**src/verilog/rr_params.svh**
```systemverilog
`ifndef RR_PARAMS_SVH
`define RR_PARAMS_SVH

// Channel counts of one logging unit
`define RR_LOGB_CNT 3
`define RR_LOGE_CNT 2

// Data slot width of each logb channel
`define RR_CH0_W 8
`define RR_CH1_W 16
`define RR_CH2_W 32

// Sum of all slot widths
`define RR_DATA_W 56
// Header bits plus every slot
`define RR_UNIT_W 61

// Storage word and on-chip buffer size
`define RR_WORD_W 32
`define RR_BUF_DEPTH 64

// Packer and unpacker bit accumulator width
`define RR_ACC_W 96

`endif

```
**src/verilog/rr_pkg.sv**
```systemverilog
`include "rr_params.svh"

package rr_pkg;

  // Storage side widths
  typedef logic [`RR_WORD_W-1:0] rr_word_t;
  typedef logic [$clog2(`RR_BUF_DEPTH)-1:0] rr_addr_t;
  typedef logic [$clog2(`RR_BUF_DEPTH+1)-1:0] rr_count_t;

  // Compacted unit length in bits
  typedef logic [6:0] rr_len_t;
  // Number of units recorded or replayed
  typedef logic [15:0] rr_ucount_t;

  // Members run MSB first, so logb_valid sits at bit 0
  typedef struct packed {
    logic [`RR_DATA_W-1:0]   logb_data;
    logic [`RR_LOGE_CNT-1:0] loge_valid;
    logic [`RR_LOGB_CNT-1:0] logb_valid;
  } rr_unit_t;

  typedef enum logic [1:0] {IDLE, FILL, EMIT, DONE} rr_replay_state_t;

  // Header bits plus the width of every valid logb slot
  function automatic rr_len_t rr_get_len(logic [`RR_LOGB_CNT-1:0] logb_bitmap);
    rr_len_t len;
    len = rr_len_t'(`RR_LOGB_CNT + `RR_LOGE_CNT);
    if (logb_bitmap[0])
      len = len + rr_len_t'(`RR_CH0_W);
    if (logb_bitmap[1])
      len = len + rr_len_t'(`RR_CH1_W);
    if (logb_bitmap[2])
      len = len + rr_len_t'(`RR_CH2_W);
    return len;
  endfunction

endpackage

```
**src/verilog/rr_log_buffer.sv**
```systemverilog
`timescale 1ns/1ps
`include "rr_params.svh"

module rr_log_buffer (
  input  logic              clk,
  input  logic              rst_n,
  input  logic              wr_en,
  input  rr_pkg::rr_word_t  wr_word,
  output logic              buf_full,
  input  logic              replay_start,
  input  logic              rd_en,
  output rr_pkg::rr_word_t  rd_word,
  output logic              rd_avail,
  output rr_pkg::rr_count_t stored_words
);

  // On-chip stand-in for external log storage
  rr_pkg::rr_word_t  mem [`RR_BUF_DEPTH];

  // Pointers carry one extra bit so a full buffer is visible
  rr_pkg::rr_count_t wr_cnt;
  rr_pkg::rr_count_t rd_cnt;
  rr_pkg::rr_addr_t  wr_addr;
  rr_pkg::rr_addr_t  rd_addr;
  logic              do_write;

  assign wr_addr = rr_pkg::rr_addr_t'(wr_cnt);
  assign rd_addr = rr_pkg::rr_addr_t'(rd_cnt);

  assign buf_full     = (wr_cnt == rr_pkg::rr_count_t'(`RR_BUF_DEPTH));
  assign stored_words = wr_cnt;
  // Replay may only read what record has written
  assign rd_avail     = (rd_cnt < wr_cnt);

  assign do_write = wr_en && !buf_full;

  // Memory array, read data one cycle after rd_en
  always_ff @(posedge clk) begin
    if (do_write) begin
      mem[wr_addr] <= wr_word;
    end
    if (rd_en) begin
      rd_word <= mem[rd_addr];
    end
  end

  always_ff @(posedge clk) begin
    if (!rst_n) begin
      wr_cnt <= '0;
      rd_cnt <= '0;
    end else begin
      if (do_write) begin
        wr_cnt <= wr_cnt + 1'b1;
      end
      // Start of replay rewinds to the first stored word
      if (replay_start) begin
        rd_cnt <= '0;
      end else if (rd_en) begin
        rd_cnt <= rd_cnt + 1'b1;
      end
    end
  end

  // Unpacker never reads past the written data
  assert property (@(posedge clk) disable iff (!rst_n) rd_en |-> rd_avail);

endmodule

```
**src/verilog/rr_record_packer.sv**
```systemverilog
`timescale 1ns/1ps
`include "rr_params.svh"

module rr_record_packer (
  input  logic               clk,
  input  logic               rst_n,
  input  logic               record_valid,
  output logic               record_ready,
  input  rr_pkg::rr_unit_t   record_unit,
  input  logic               flush,
  input  logic               buf_full,
  output logic               wr_en,
  output rr_pkg::rr_word_t   wr_word,
  output rr_pkg::rr_ucount_t unit_count
);

  localparam int HDR_W  = `RR_LOGB_CNT + `RR_LOGE_CNT;
  localparam int FILL_W = $clog2(`RR_ACC_W + 1);

  logic [`RR_CH0_W-1:0] ch0_data;
  logic [`RR_CH1_W-1:0] ch1_data;
  logic [`RR_CH2_W-1:0] ch2_data;

  logic [`RR_ACC_W-1:0] comp;
  rr_pkg::rr_len_t      comp_len;

  logic [`RR_ACC_W-1:0] acc;
  logic [`RR_ACC_W-1:0] acc_base;
  logic [`RR_ACC_W-1:0] acc_next;
  logic [FILL_W-1:0]    fill;
  logic [FILL_W-1:0]    fill_base;
  logic [FILL_W-1:0]    fill_next;
  logic                 closing;
  logic                 accept;

  // Slot boundaries inside the data field
  assign ch0_data = record_unit.logb_data[`RR_CH0_W-1:0];
  assign ch1_data = record_unit.logb_data[`RR_CH0_W+`RR_CH1_W-1:`RR_CH0_W];
  assign ch2_data = record_unit.logb_data[`RR_DATA_W-1:`RR_CH0_W+`RR_CH1_W];

  // Compaction puts the header first, then valid slots in channel order
  always_comb begin
    rr_pkg::rr_len_t pos;
    comp = '0;
    comp[HDR_W-1:0] = {record_unit.loge_valid, record_unit.logb_valid};
    pos = rr_pkg::rr_len_t'(HDR_W);
    if (record_unit.logb_valid[0]) begin
      comp[pos +: `RR_CH0_W] = ch0_data;
      pos = pos + rr_pkg::rr_len_t'(`RR_CH0_W);
    end
    if (record_unit.logb_valid[1]) begin
      comp[pos +: `RR_CH1_W] = ch1_data;
      pos = pos + rr_pkg::rr_len_t'(`RR_CH1_W);
    end
    // Last slot needs no position update
    if (record_unit.logb_valid[2]) begin
      comp[pos +: `RR_CH2_W] = ch2_data;
    end
  end

  assign comp_len = rr_pkg::rr_get_len(record_unit.logb_valid);

  // Needs room for a worst-case unit and closes for good on flush
  assign record_ready = !closing && !buf_full &&
                        (fill <= FILL_W'(`RR_ACC_W - `RR_UNIT_W));
  assign accept = record_valid && record_ready;

  // Full words drain, and once closing the zero-padded tail too
  assign wr_en = !buf_full &&
                 ((fill >= FILL_W'(`RR_WORD_W)) || (closing && (fill != '0)));
  // Bits above fill are always zero
  assign wr_word = acc[`RR_WORD_W-1:0];

  always_comb begin
    acc_base  = acc;
    fill_base = fill;
    if (wr_en) begin
      acc_base  = acc >> `RR_WORD_W;
      fill_base = (fill >= FILL_W'(`RR_WORD_W)) ? fill - FILL_W'(`RR_WORD_W) : '0;
    end
    acc_next  = acc_base;
    fill_next = fill_base;
    // Append new unit right above what is left
    if (accept) begin
      acc_next  = acc_base | (comp << fill_base);
      fill_next = fill_base + FILL_W'(comp_len);
    end
  end

  always_ff @(posedge clk) begin
    if (!rst_n) begin
      acc        <= '0;
      fill       <= '0;
      closing    <= 1'b0;
      unit_count <= '0;
    end else begin
      acc  <= acc_next;
      fill <= fill_next;
      if (flush) begin
        closing <= 1'b1;
      end
      if (accept) begin
        unit_count <= unit_count + 1'b1;
      end
    end
  end

  // Accumulator never overruns
  assert property (@(posedge clk) disable iff (!rst_n) fill <= FILL_W'(`RR_ACC_W));
  // A full buffer freezes the accumulator, so no word leaves for it
  assert property (@(posedge clk) disable iff (!rst_n)
    buf_full |=> $stable(fill) && $stable(acc));

endmodule

```
**src/verilog/rr_replay_unpacker.sv**
```systemverilog
`timescale 1ns/1ps
`include "rr_params.svh"

module rr_replay_unpacker (
  input  logic               clk,
  input  logic               rst_n,
  input  logic               replay_start,
  input  rr_pkg::rr_ucount_t unit_count,
  input  logic               rd_avail,
  output logic               rd_en,
  input  rr_pkg::rr_word_t   rd_word,
  output logic               replay_valid,
  input  logic               replay_ready,
  output rr_pkg::rr_unit_t   replay_unit,
  output logic               replay_done
);

  localparam int HDR_W  = `RR_LOGB_CNT + `RR_LOGE_CNT;
  localparam int FILL_W = $clog2(`RR_ACC_W + 1);

  rr_pkg::rr_replay_state_t state;
  logic [`RR_ACC_W-1:0]     acc;
  logic [`RR_ACC_W-1:0]     acc_base;
  logic [`RR_ACC_W-1:0]     acc_next;
  logic [FILL_W-1:0]        fill;
  logic [FILL_W-1:0]        fill_base;
  logic [FILL_W-1:0]        fill_next;
  logic                     rd_pend;
  logic                     room;
  logic                     active;
  logic                     unit_ok;
  logic                     take;
  rr_pkg::rr_len_t          unit_len;
  rr_pkg::rr_ucount_t       emitted;

  assign active = (state == rr_pkg::FILL) || (state == rr_pkg::EMIT);

  // Length of the unit at the accumulator head, from its logb bitmap
  assign unit_len = rr_pkg::rr_get_len(acc[`RR_LOGB_CNT-1:0]);
  // Header must be in before the length means anything
  assign unit_ok  = (fill >= FILL_W'(HDR_W)) && (fill >= FILL_W'(unit_len));

  // Space for one more word, counting a read still in flight
  assign room  = rd_pend ? (fill <= FILL_W'(`RR_ACC_W - 2 * `RR_WORD_W))
                         : (fill <= FILL_W'(`RR_ACC_W - `RR_WORD_W));
  assign rd_en = active && rd_avail && room;

  assign replay_valid = (state == rr_pkg::EMIT);
  assign take         = replay_valid && replay_ready;
  assign replay_done  = (state == rr_pkg::DONE);

  // Expand to full layout, slots of clear logb bits stay zero
  always_comb begin
    rr_pkg::rr_len_t pos;
    replay_unit = '0;
    replay_unit.logb_valid = acc[`RR_LOGB_CNT-1:0];
    replay_unit.loge_valid = acc[HDR_W-1:`RR_LOGB_CNT];
    pos = rr_pkg::rr_len_t'(HDR_W);
    if (acc[0]) begin
      replay_unit.logb_data[`RR_CH0_W-1:0] = acc[pos +: `RR_CH0_W];
      pos = pos + rr_pkg::rr_len_t'(`RR_CH0_W);
    end
    if (acc[1]) begin
      replay_unit.logb_data[`RR_CH0_W+`RR_CH1_W-1:`RR_CH0_W] = acc[pos +: `RR_CH1_W];
      pos = pos + rr_pkg::rr_len_t'(`RR_CH1_W);
    end
    if (acc[2]) begin
      replay_unit.logb_data[`RR_DATA_W-1:`RR_CH0_W+`RR_CH1_W] = acc[pos +: `RR_CH2_W];
    end
  end

  // Consume the emitted unit, then land an arriving word above the rest
  // Arrivals only touch bits above fill, so the presented unit holds still
  always_comb begin
    acc_base  = acc;
    fill_base = fill;
    if (take) begin
      acc_base  = acc >> unit_len;
      fill_base = fill - FILL_W'(unit_len);
    end
    acc_next  = acc_base;
    fill_next = fill_base;
    if (rd_pend) begin
      acc_next  = acc_base | ({{(`RR_ACC_W - `RR_WORD_W){1'b0}}, rd_word} << fill_base);
      fill_next = fill_base + FILL_W'(`RR_WORD_W);
    end
  end

  always_ff @(posedge clk) begin
    if (!rst_n) begin
      state   <= rr_pkg::IDLE;
      acc     <= '0;
      fill    <= '0;
      rd_pend <= 1'b0;
      emitted <= '0;
    end else begin
      rd_pend <= rd_en;
      if (active) begin
        acc  <= acc_next;
        fill <= fill_next;
      end
      case (state)
        rr_pkg::IDLE: begin
          if (replay_start) begin
            acc     <= '0;
            fill    <= '0;
            emitted <= '0;
            // Nothing recorded means nothing to replay
            state   <= (unit_count == '0) ? rr_pkg::DONE : rr_pkg::FILL;
          end
        end
        rr_pkg::FILL: begin
          if (unit_ok) begin
            state <= rr_pkg::EMIT;
          end
        end
        rr_pkg::EMIT: begin
          if (take) begin
            emitted <= emitted + 1'b1;
            // Stop right after the last recorded unit
            state   <= (emitted + 1'b1 == unit_count) ? rr_pkg::DONE : rr_pkg::FILL;
          end
        end
        default: begin
          state <= rr_pkg::DONE;
        end
      endcase
    end
  end

  // Held unit stays put under back-pressure
  assert property (@(posedge clk) disable iff (!rst_n)
    replay_valid && !replay_ready |=> replay_valid && $stable(replay_unit));

endmodule

```
**src/verilog/rr_storage_backend.sv**
```systemverilog
`timescale 1ns/1ps

module rr_storage_backend (
  input  logic              clk,
  input  logic              rst_n,
  input  logic              record_valid,
  output logic              record_ready,
  input  rr_pkg::rr_unit_t  record_unit,
  input  logic              flush,
  input  logic              replay_start,
  output logic              replay_valid,
  input  logic              replay_ready,
  output rr_pkg::rr_unit_t  replay_unit,
  output logic              replay_done,
  output rr_pkg::rr_count_t stored_words
);

  // Packer to buffer
  logic               wr_en;
  rr_pkg::rr_word_t   wr_word;
  logic               buf_full;

  // Buffer to unpacker
  logic               rd_en;
  rr_pkg::rr_word_t   rd_word;
  logic               rd_avail;

  // Units recorded, stable once flushed
  rr_pkg::rr_ucount_t unit_count;

  // Record side
  rr_record_packer packer_i (
    .clk          (clk),
    .rst_n        (rst_n),
    .record_valid (record_valid),
    .record_ready (record_ready),
    .record_unit  (record_unit),
    .flush        (flush),
    .buf_full     (buf_full),
    .wr_en        (wr_en),
    .wr_word      (wr_word),
    .unit_count   (unit_count)
  );

  rr_log_buffer buffer_i (
    .clk          (clk),
    .rst_n        (rst_n),
    .wr_en        (wr_en),
    .wr_word      (wr_word),
    .buf_full     (buf_full),
    .replay_start (replay_start),
    .rd_en        (rd_en),
    .rd_word      (rd_word),
    .rd_avail     (rd_avail),
    .stored_words (stored_words)
  );

  // Replay side
  rr_replay_unpacker unpacker_i (
    .clk          (clk),
    .rst_n        (rst_n),
    .replay_start (replay_start),
    .unit_count   (unit_count),
    .rd_avail     (rd_avail),
    .rd_en        (rd_en),
    .rd_word      (rd_word),
    .replay_valid (replay_valid),
    .replay_ready (replay_ready),
    .replay_unit  (replay_unit),
    .replay_done  (replay_done)
  );

endmodule
```
**config.mk**
```make
export PLATFORM = sky130hd
export DESIGN_NAME = rr_storage_backend
export DESIGN_NICKNAME = d
export VERILOG_FILES = /design/src/verilog/rr_pkg.sv /design/src/verilog/rr_log_buffer.sv /design/src/verilog/rr_record_packer.sv /design/src/verilog/rr_replay_unpacker.sv /design/src/verilog/rr_storage_backend.sv
export VERILOG_INCLUDE_DIRS = /design/src /design/src/verilog
export SDC_FILE = /design/constraint.sdc
export NUM_CORES = 2
export LEC_CHECK = 0
export BUFFER_PORTS_ARGS = -buffer_cell sky130_fd_sc_hd__buf_2
export CAP_MARGIN = 0
export CELL_PAD_IN_SITES_DETAIL_PLACEMENT = 0
export CELL_PAD_IN_SITES_GLOBAL_PLACEMENT = 1
export CORE_UTILIZATION = 30
export DETAILED_ROUTE_END_ITERATION = 12
export GPL_TIMING_DRIVEN = 0
export PLACE_DENSITY = 0.53
export SETUP_SLACK_MARGIN = 0.4
export SYNTH_ARGS = -nofsm -noshare
export SYNTH_HDL_FRONTEND = slang
export SYNTH_SLANG_ARGS = --single-unit
```
**constraint.sdc**
```tcl
create_clock -name clk -period 5.1 [get_ports clk]
set_input_delay 0.765 -clock clk [delete_from_list [all_inputs] [get_ports clk]]
set_output_delay 0.765 -clock clk [all_outputs]
set_load 0.1 [all_outputs]
```
==> results.md <==
- The run finished, with violations left.
- The final reports fail on max-capacitance violations.
- The sink count of the clock tree is 2336.
- The via count is 64988.
- The overall overflow remaining after global route is 0.
- The maximum count of clock buffers along a single path is 4.
- For this run, the leading register cell type out of synthesis is sky130_fd_sc_hd__edfxtp_1.
- For this run, the slowest stage of the critical path takes 0.75 ns.
- TritonCTS built the clock tree.
- The power density over the cells is 517.9 nW/um2.
- The number of cells produced by synthesis is 6267.
- The number of buffers and inverters on the critical path is 3.
- The number of routed nets with antenna violations is 0.
- Yosys attributes the largest share of cell area to sky130_fd_sc_hd__edfxtp_1, sky130_fd_sc_hd__mux4_2, sky130_fd_sc_hd__dfxtp_1, sky130_fd_sc_hd__mux2i_1, sky130_fd_sc_hd__nor2_1.
- The placer congestion estimate is 0.9180.
- The initial antenna violation count is 28.
- The source of the worst register-to-register timing path is packer_i.fill[0]$_SDFF_PN0_.
- The critical path is of the register to register type.
- Prior to clock tree synthesis, the placed netlist has a worst setup slack of -2.765 ns.
- The number of vias per cell is 5.609.
- The max-slew violation count is 0.
- The final worst slack is 0.3556 ns.
- For this run, design rule violations remaining after detail routing come to 0.
- Port buffering added 136 buffers.
- The first global-routing pass estimated 545200 um of wire.
- Summing the sequential cell areas from Yosys gives 65.63% of the chip area.
- sky130_fd_sc_hd__edfxtp_1 is the most common cell in the netlist.
- After detailed routing, the total wire length is 396100 um.
- The number of fillers in the final layout is 32522.
- The worst reg2reg path endpoint is packer_i.acc[48]$_SDFF_PN0_.
- Entering global routing, the biggest net connects 66 pins.
- The signal arrival time at the worst endpoint is 5.42 ns.
- The start point of the worst hold path is flush.
- The sequential cells in the finished layout cover a total of 67680 um2.
- The die covers 345600 um2.
- The synthesized design contains 2080 enable-type register cells.
- The worst max-slew margin expressed relative to the limit is 0.02488%.
- The family of cells with the greatest summed delay on the critical path is compound AO/OA/AOI/OAI gates.
- Yosys printed 0 warnings.
- In this run the biggest area consumer among cell types represents 60.66% of the synthesized area.
- The final-report hold violation count is 0.
- In this run, synthesis produced a sequential element count of 2336.
- The smallest clock period supported by the final layout is computed as 4.744 ns.
- For this design the top-level I/O count stands at 138.
- The depth of the worst register-to-register path is 11.
- Of all nets on the critical path, the largest fanout is 10.
- After floorplanning, the core was sized to cover 340600 um2.
- The cell type of the slowest stage on the worst timing path is sky130_fd_sc_hd__clkbuf_1.
- Counting flops with an async set or reset pin after synthesis yields a share of 0%.
- STA classifies the critical path startpoint as a register.
- Adding up every negative setup slack in the final design gives 0 ns.
- The number of placement rows is 214.
- For this run, the post-layout net count is 6928.
- In this run, CTS created clock tree buffers numbering 248.
- The maximum operating frequency is 0.2108 GHz.
- Setup violations remaining at the end of the flow were counted as 0.
- The layout overhead on the synthesized area is 18.13%.
- The H-tree was split into 4 levels.
- The area of combinational cells with multiple inputs is 34400 um2.
- The first detailed-routing pass ran for 6 iterations.
- In this run, the number of DRC markers left after iteration 0 of detailed routing was 7501.
- Traced cell by cell, the critical path runs through clkbuf_1, clkbuf_1, clkbuf_1, a211oi_1, o21ai_0, o311ai_0, mux2_2, o21ai_0, o21ai_1, a221oi_1, a21oi_1.
- The maximum resistive drop on vdd is 0.0002996 V.
- The number of cells traversed by the worst hold path is 3.
- The post-synthesis area per instance is 16.43 um2.
- The net count of the mapped netlist is 6362.
- The largest clock skew in the final design is 0.1272 ns.
- Across the run, the number of max-cap violations was 1.
- The worst-skew pair later-pin latency is 0.95 ns.
- For hold timing, the worst endpoint is packer_i.closing$_SDFFE_PN0P_.
- The total global-route track usage is 22.48%.
- The die is 587.9 um wide.
- For the pin with the worst max-slew slack, the measured transition is 1.462 ns.
- Summing every instance area after synthesis gives 103000 um2.
- The commonest cells after synthesis are sky130_fd_sc_hd__edfxtp_1, sky130_fd_sc_hd__mux4_2, sky130_fd_sc_hd__nor2_1, sky130_fd_sc_hd__nand2_1, sky130_fd_sc_hd__clkbuf_1.
- The post-synthesis cell type with the largest combined area is sky130_fd_sc_hd__edfxtp_1.
- Setup repair after global routing could not meet its margin everywhere.
- The path type of the worst min-delay path is input pin to register.
- For this configuration, the core starts out at a cell density of 30.23%.
- In the final routed layout, each cell accounts on average for 34.19 um.
- The half-perimeter wire length after placement is 281400 um.
- The leakage component of the power is 38.13 nW.
- Of the cells placed in the final design, the portion with a size suffix greater than 1 is 26.44%.
- The clock-pin slew of the registers on the worst-case setup and hold paths is 0.06 ns.
- In this run, distinct cell masters in the synthesized netlist total 100.
- The via count of the first global-routing pass was 64876.
- The cell repeated most along the worst path is sky130_fd_sc_hd__clkbuf_1.
- The worst-case register-to-register setup slack is 0.36 ns.
- The share of the clock period used by the worst path is 93.03%.
- The overall die height is 587.9 um.
- The element type at the critical path end is a register.
- For the worst setup path, the data required time is 5.77 ns.
- In this run the clock root is driven by a sky130_fd_sc_hd__clkbuf_16.
==> final cells by class <==
type | count | area share (%)
Antenna cell | 20 | 0.04114
Buffer | 440 | 1.697
Clock buffer | 297 | 5.338
Clock inverter | 151 | 1.238
Inverter | 40 | 0.1347
Multi-Input combinational cell | 3452 | 28.28
Sequential cell | 2336 | 55.64
Tap cell | 4536 | 4.666
Timing Repair Buffer | 315 | 2.970
==> how the worst max path moves through the flow <==
stage	startpoint	end	cells after the start
after detailed placement	unpacker_i.acc[0]$_SDFF_PN0_	unpacker_i.acc[5]$_SDFF_PN0_	15
after global routing	unpacker_i.acc[0]$_SDFF_PN0_	unpacker_i.acc[42]$_SDFF_PN0_	16
after CTS	unpacker_i.acc[1]$_SDFF_PN0_	replay_unit[46]	6
after global placement	buffer_i.stored_words[0]$_SDFFE_PN0P_	buffer_i.mem[38][3]$_DFFE_PP_	9
final	packer_i.fill[0]$_SDFF_PN0_	packer_i.acc[48]$_SDFF_PN0_	11
after floorplan	buffer_i.stored_words[0]$_SDFFE_PN0P_	buffer_i.mem[59][0]$_DFFE_PP_	11
==> metrics by stage <==
stage	instance area [um2]	utilization (%)	total power, mW	std cells	hold WS, ns
after global routing	121600	35.70	64.82	11570	0.1648
after floorplan	103000	-	35.30	6267	0.4435
after CTS	121400	35.64	62.82	11559	0.09694
after detailed placement	111700	32.80	44.25	11027	0.4613
after global placement	109300	32.10	44.08	10939	0.4672
final	121600	35.72	62.99	11587	0.1397
==> where the power goes <==
part	switching, mW	leakage [nW]	internal [mW]
Clock	7.77	3.89	10.4
Sequential	2.18	21.3	23.3
Combinational	13.4	13.0	5.99
Total	23.3	38.1	39.7
==> registers in the layout, indices dropped and copies added, names as in the netlist, 7 cells and up <==
name	cells
buffer_i.rd_cnt	7
unpacker_i.acc	96
packer_i.unit_count	16
unpacker_i.fill	7
packer_i.acc	96
unpacker_i.emitted	16
buffer_i.mem	2048
packer_i.fill	7
buffer_i.rd_word	32
buffer_i.stored_words	7
==> placed cells by master, fill, tap and decap left out, drive strengths merged, types with 18 or more instances in the layout <==
master	Yosys	final
a221oi	73	73
nor2	459	460
mux4	724	724
and3	28	28
nor2b	49	49
nand3	81	81
diode	0	20
and2	70	70
edfxtp	2080	2080
buf	144	432
bufinv	0	27
clkinv	3	109
o22a	25	25
xnor2	39	39
xor2	19	19
clkbuf	296	603
mux2	82	82
dfxtp	256	256
o211ai	45	45
ha	28	28
o221ai	33	33
a22oi	50	50
mux2i	215	215
a21oi	276	276
a211oi	67	67
o22ai	71	71
o21ai	191	191
a221o	18	18
a31oi	43	43
inv	37	40
o21a	26	26
nand2	385	385
nor3	68	68
==> worst reg2reg max path, cell delays in order, from the launching register on <==
cell and delay, ns:
sky130_fd_sc_hd__dfxtp_1 0.30, sky130_fd_sc_hd__clkbuf_1 0.38, sky130_fd_sc_hd__clkbuf_1 0.71, sky130_fd_sc_hd__clkbuf_1 0.75, sky130_fd_sc_hd__a211oi_1 0.09, sky130_fd_sc_hd__o21ai_0 0.27
sky130_fd_sc_hd__o311ai_0 0.46, sky130_fd_sc_hd__mux2_2 0.54, sky130_fd_sc_hd__o21ai_0 0.39, sky130_fd_sc_hd__o21ai_1 0.27, sky130_fd_sc_hd__a221oi_1 0.32, sky130_fd_sc_hd__a21oi_1 0.10
==> cells by family (layout without fill, tap and decap cells) <==
| group | count (synthesis) | after routing | share of synthesized area [%] |
|---|---|---|---|
| other cells | 0 | 20 | 0 |
| mux | 1021 | 1021 | 18.84 |
| xor+xnor | 58 | 58 | 0.5188 |
| compound gates | 1102 | 1102 | 7.339 |
| flops | 2336 | 2336 | 65.63 |
| buf+inv | 480 | 1243 | 1.897 |
| simple gates | 1242 | 1243 | 5.429 |
| fa+ha+maj | 28 | 28 | 0.3402 |
==> what timing repair did <==
action / CTS / global route
hold buffers: 0 / 0
pin swaps: 59 / 6
buffers inserted: 83 / 8
cloned: 1 / 0
resized for setup: 185 / 59
endpoints found under the setup margin: 2325 / 262
==> metal layers <==
layer | global-route usage [%] | vias to the layer above | wire length, um
met2 | 36.81 | 2770 | 187400
met1 | 31.05 | 34890 | 169000
met3 | 3.035 | 563 | 25730
met5 | 0.1095 | - | 64
li1 | - | 26761 | -
met4 | 6.775 | 4 | 13840
Power figures use the tool's default switching activity.
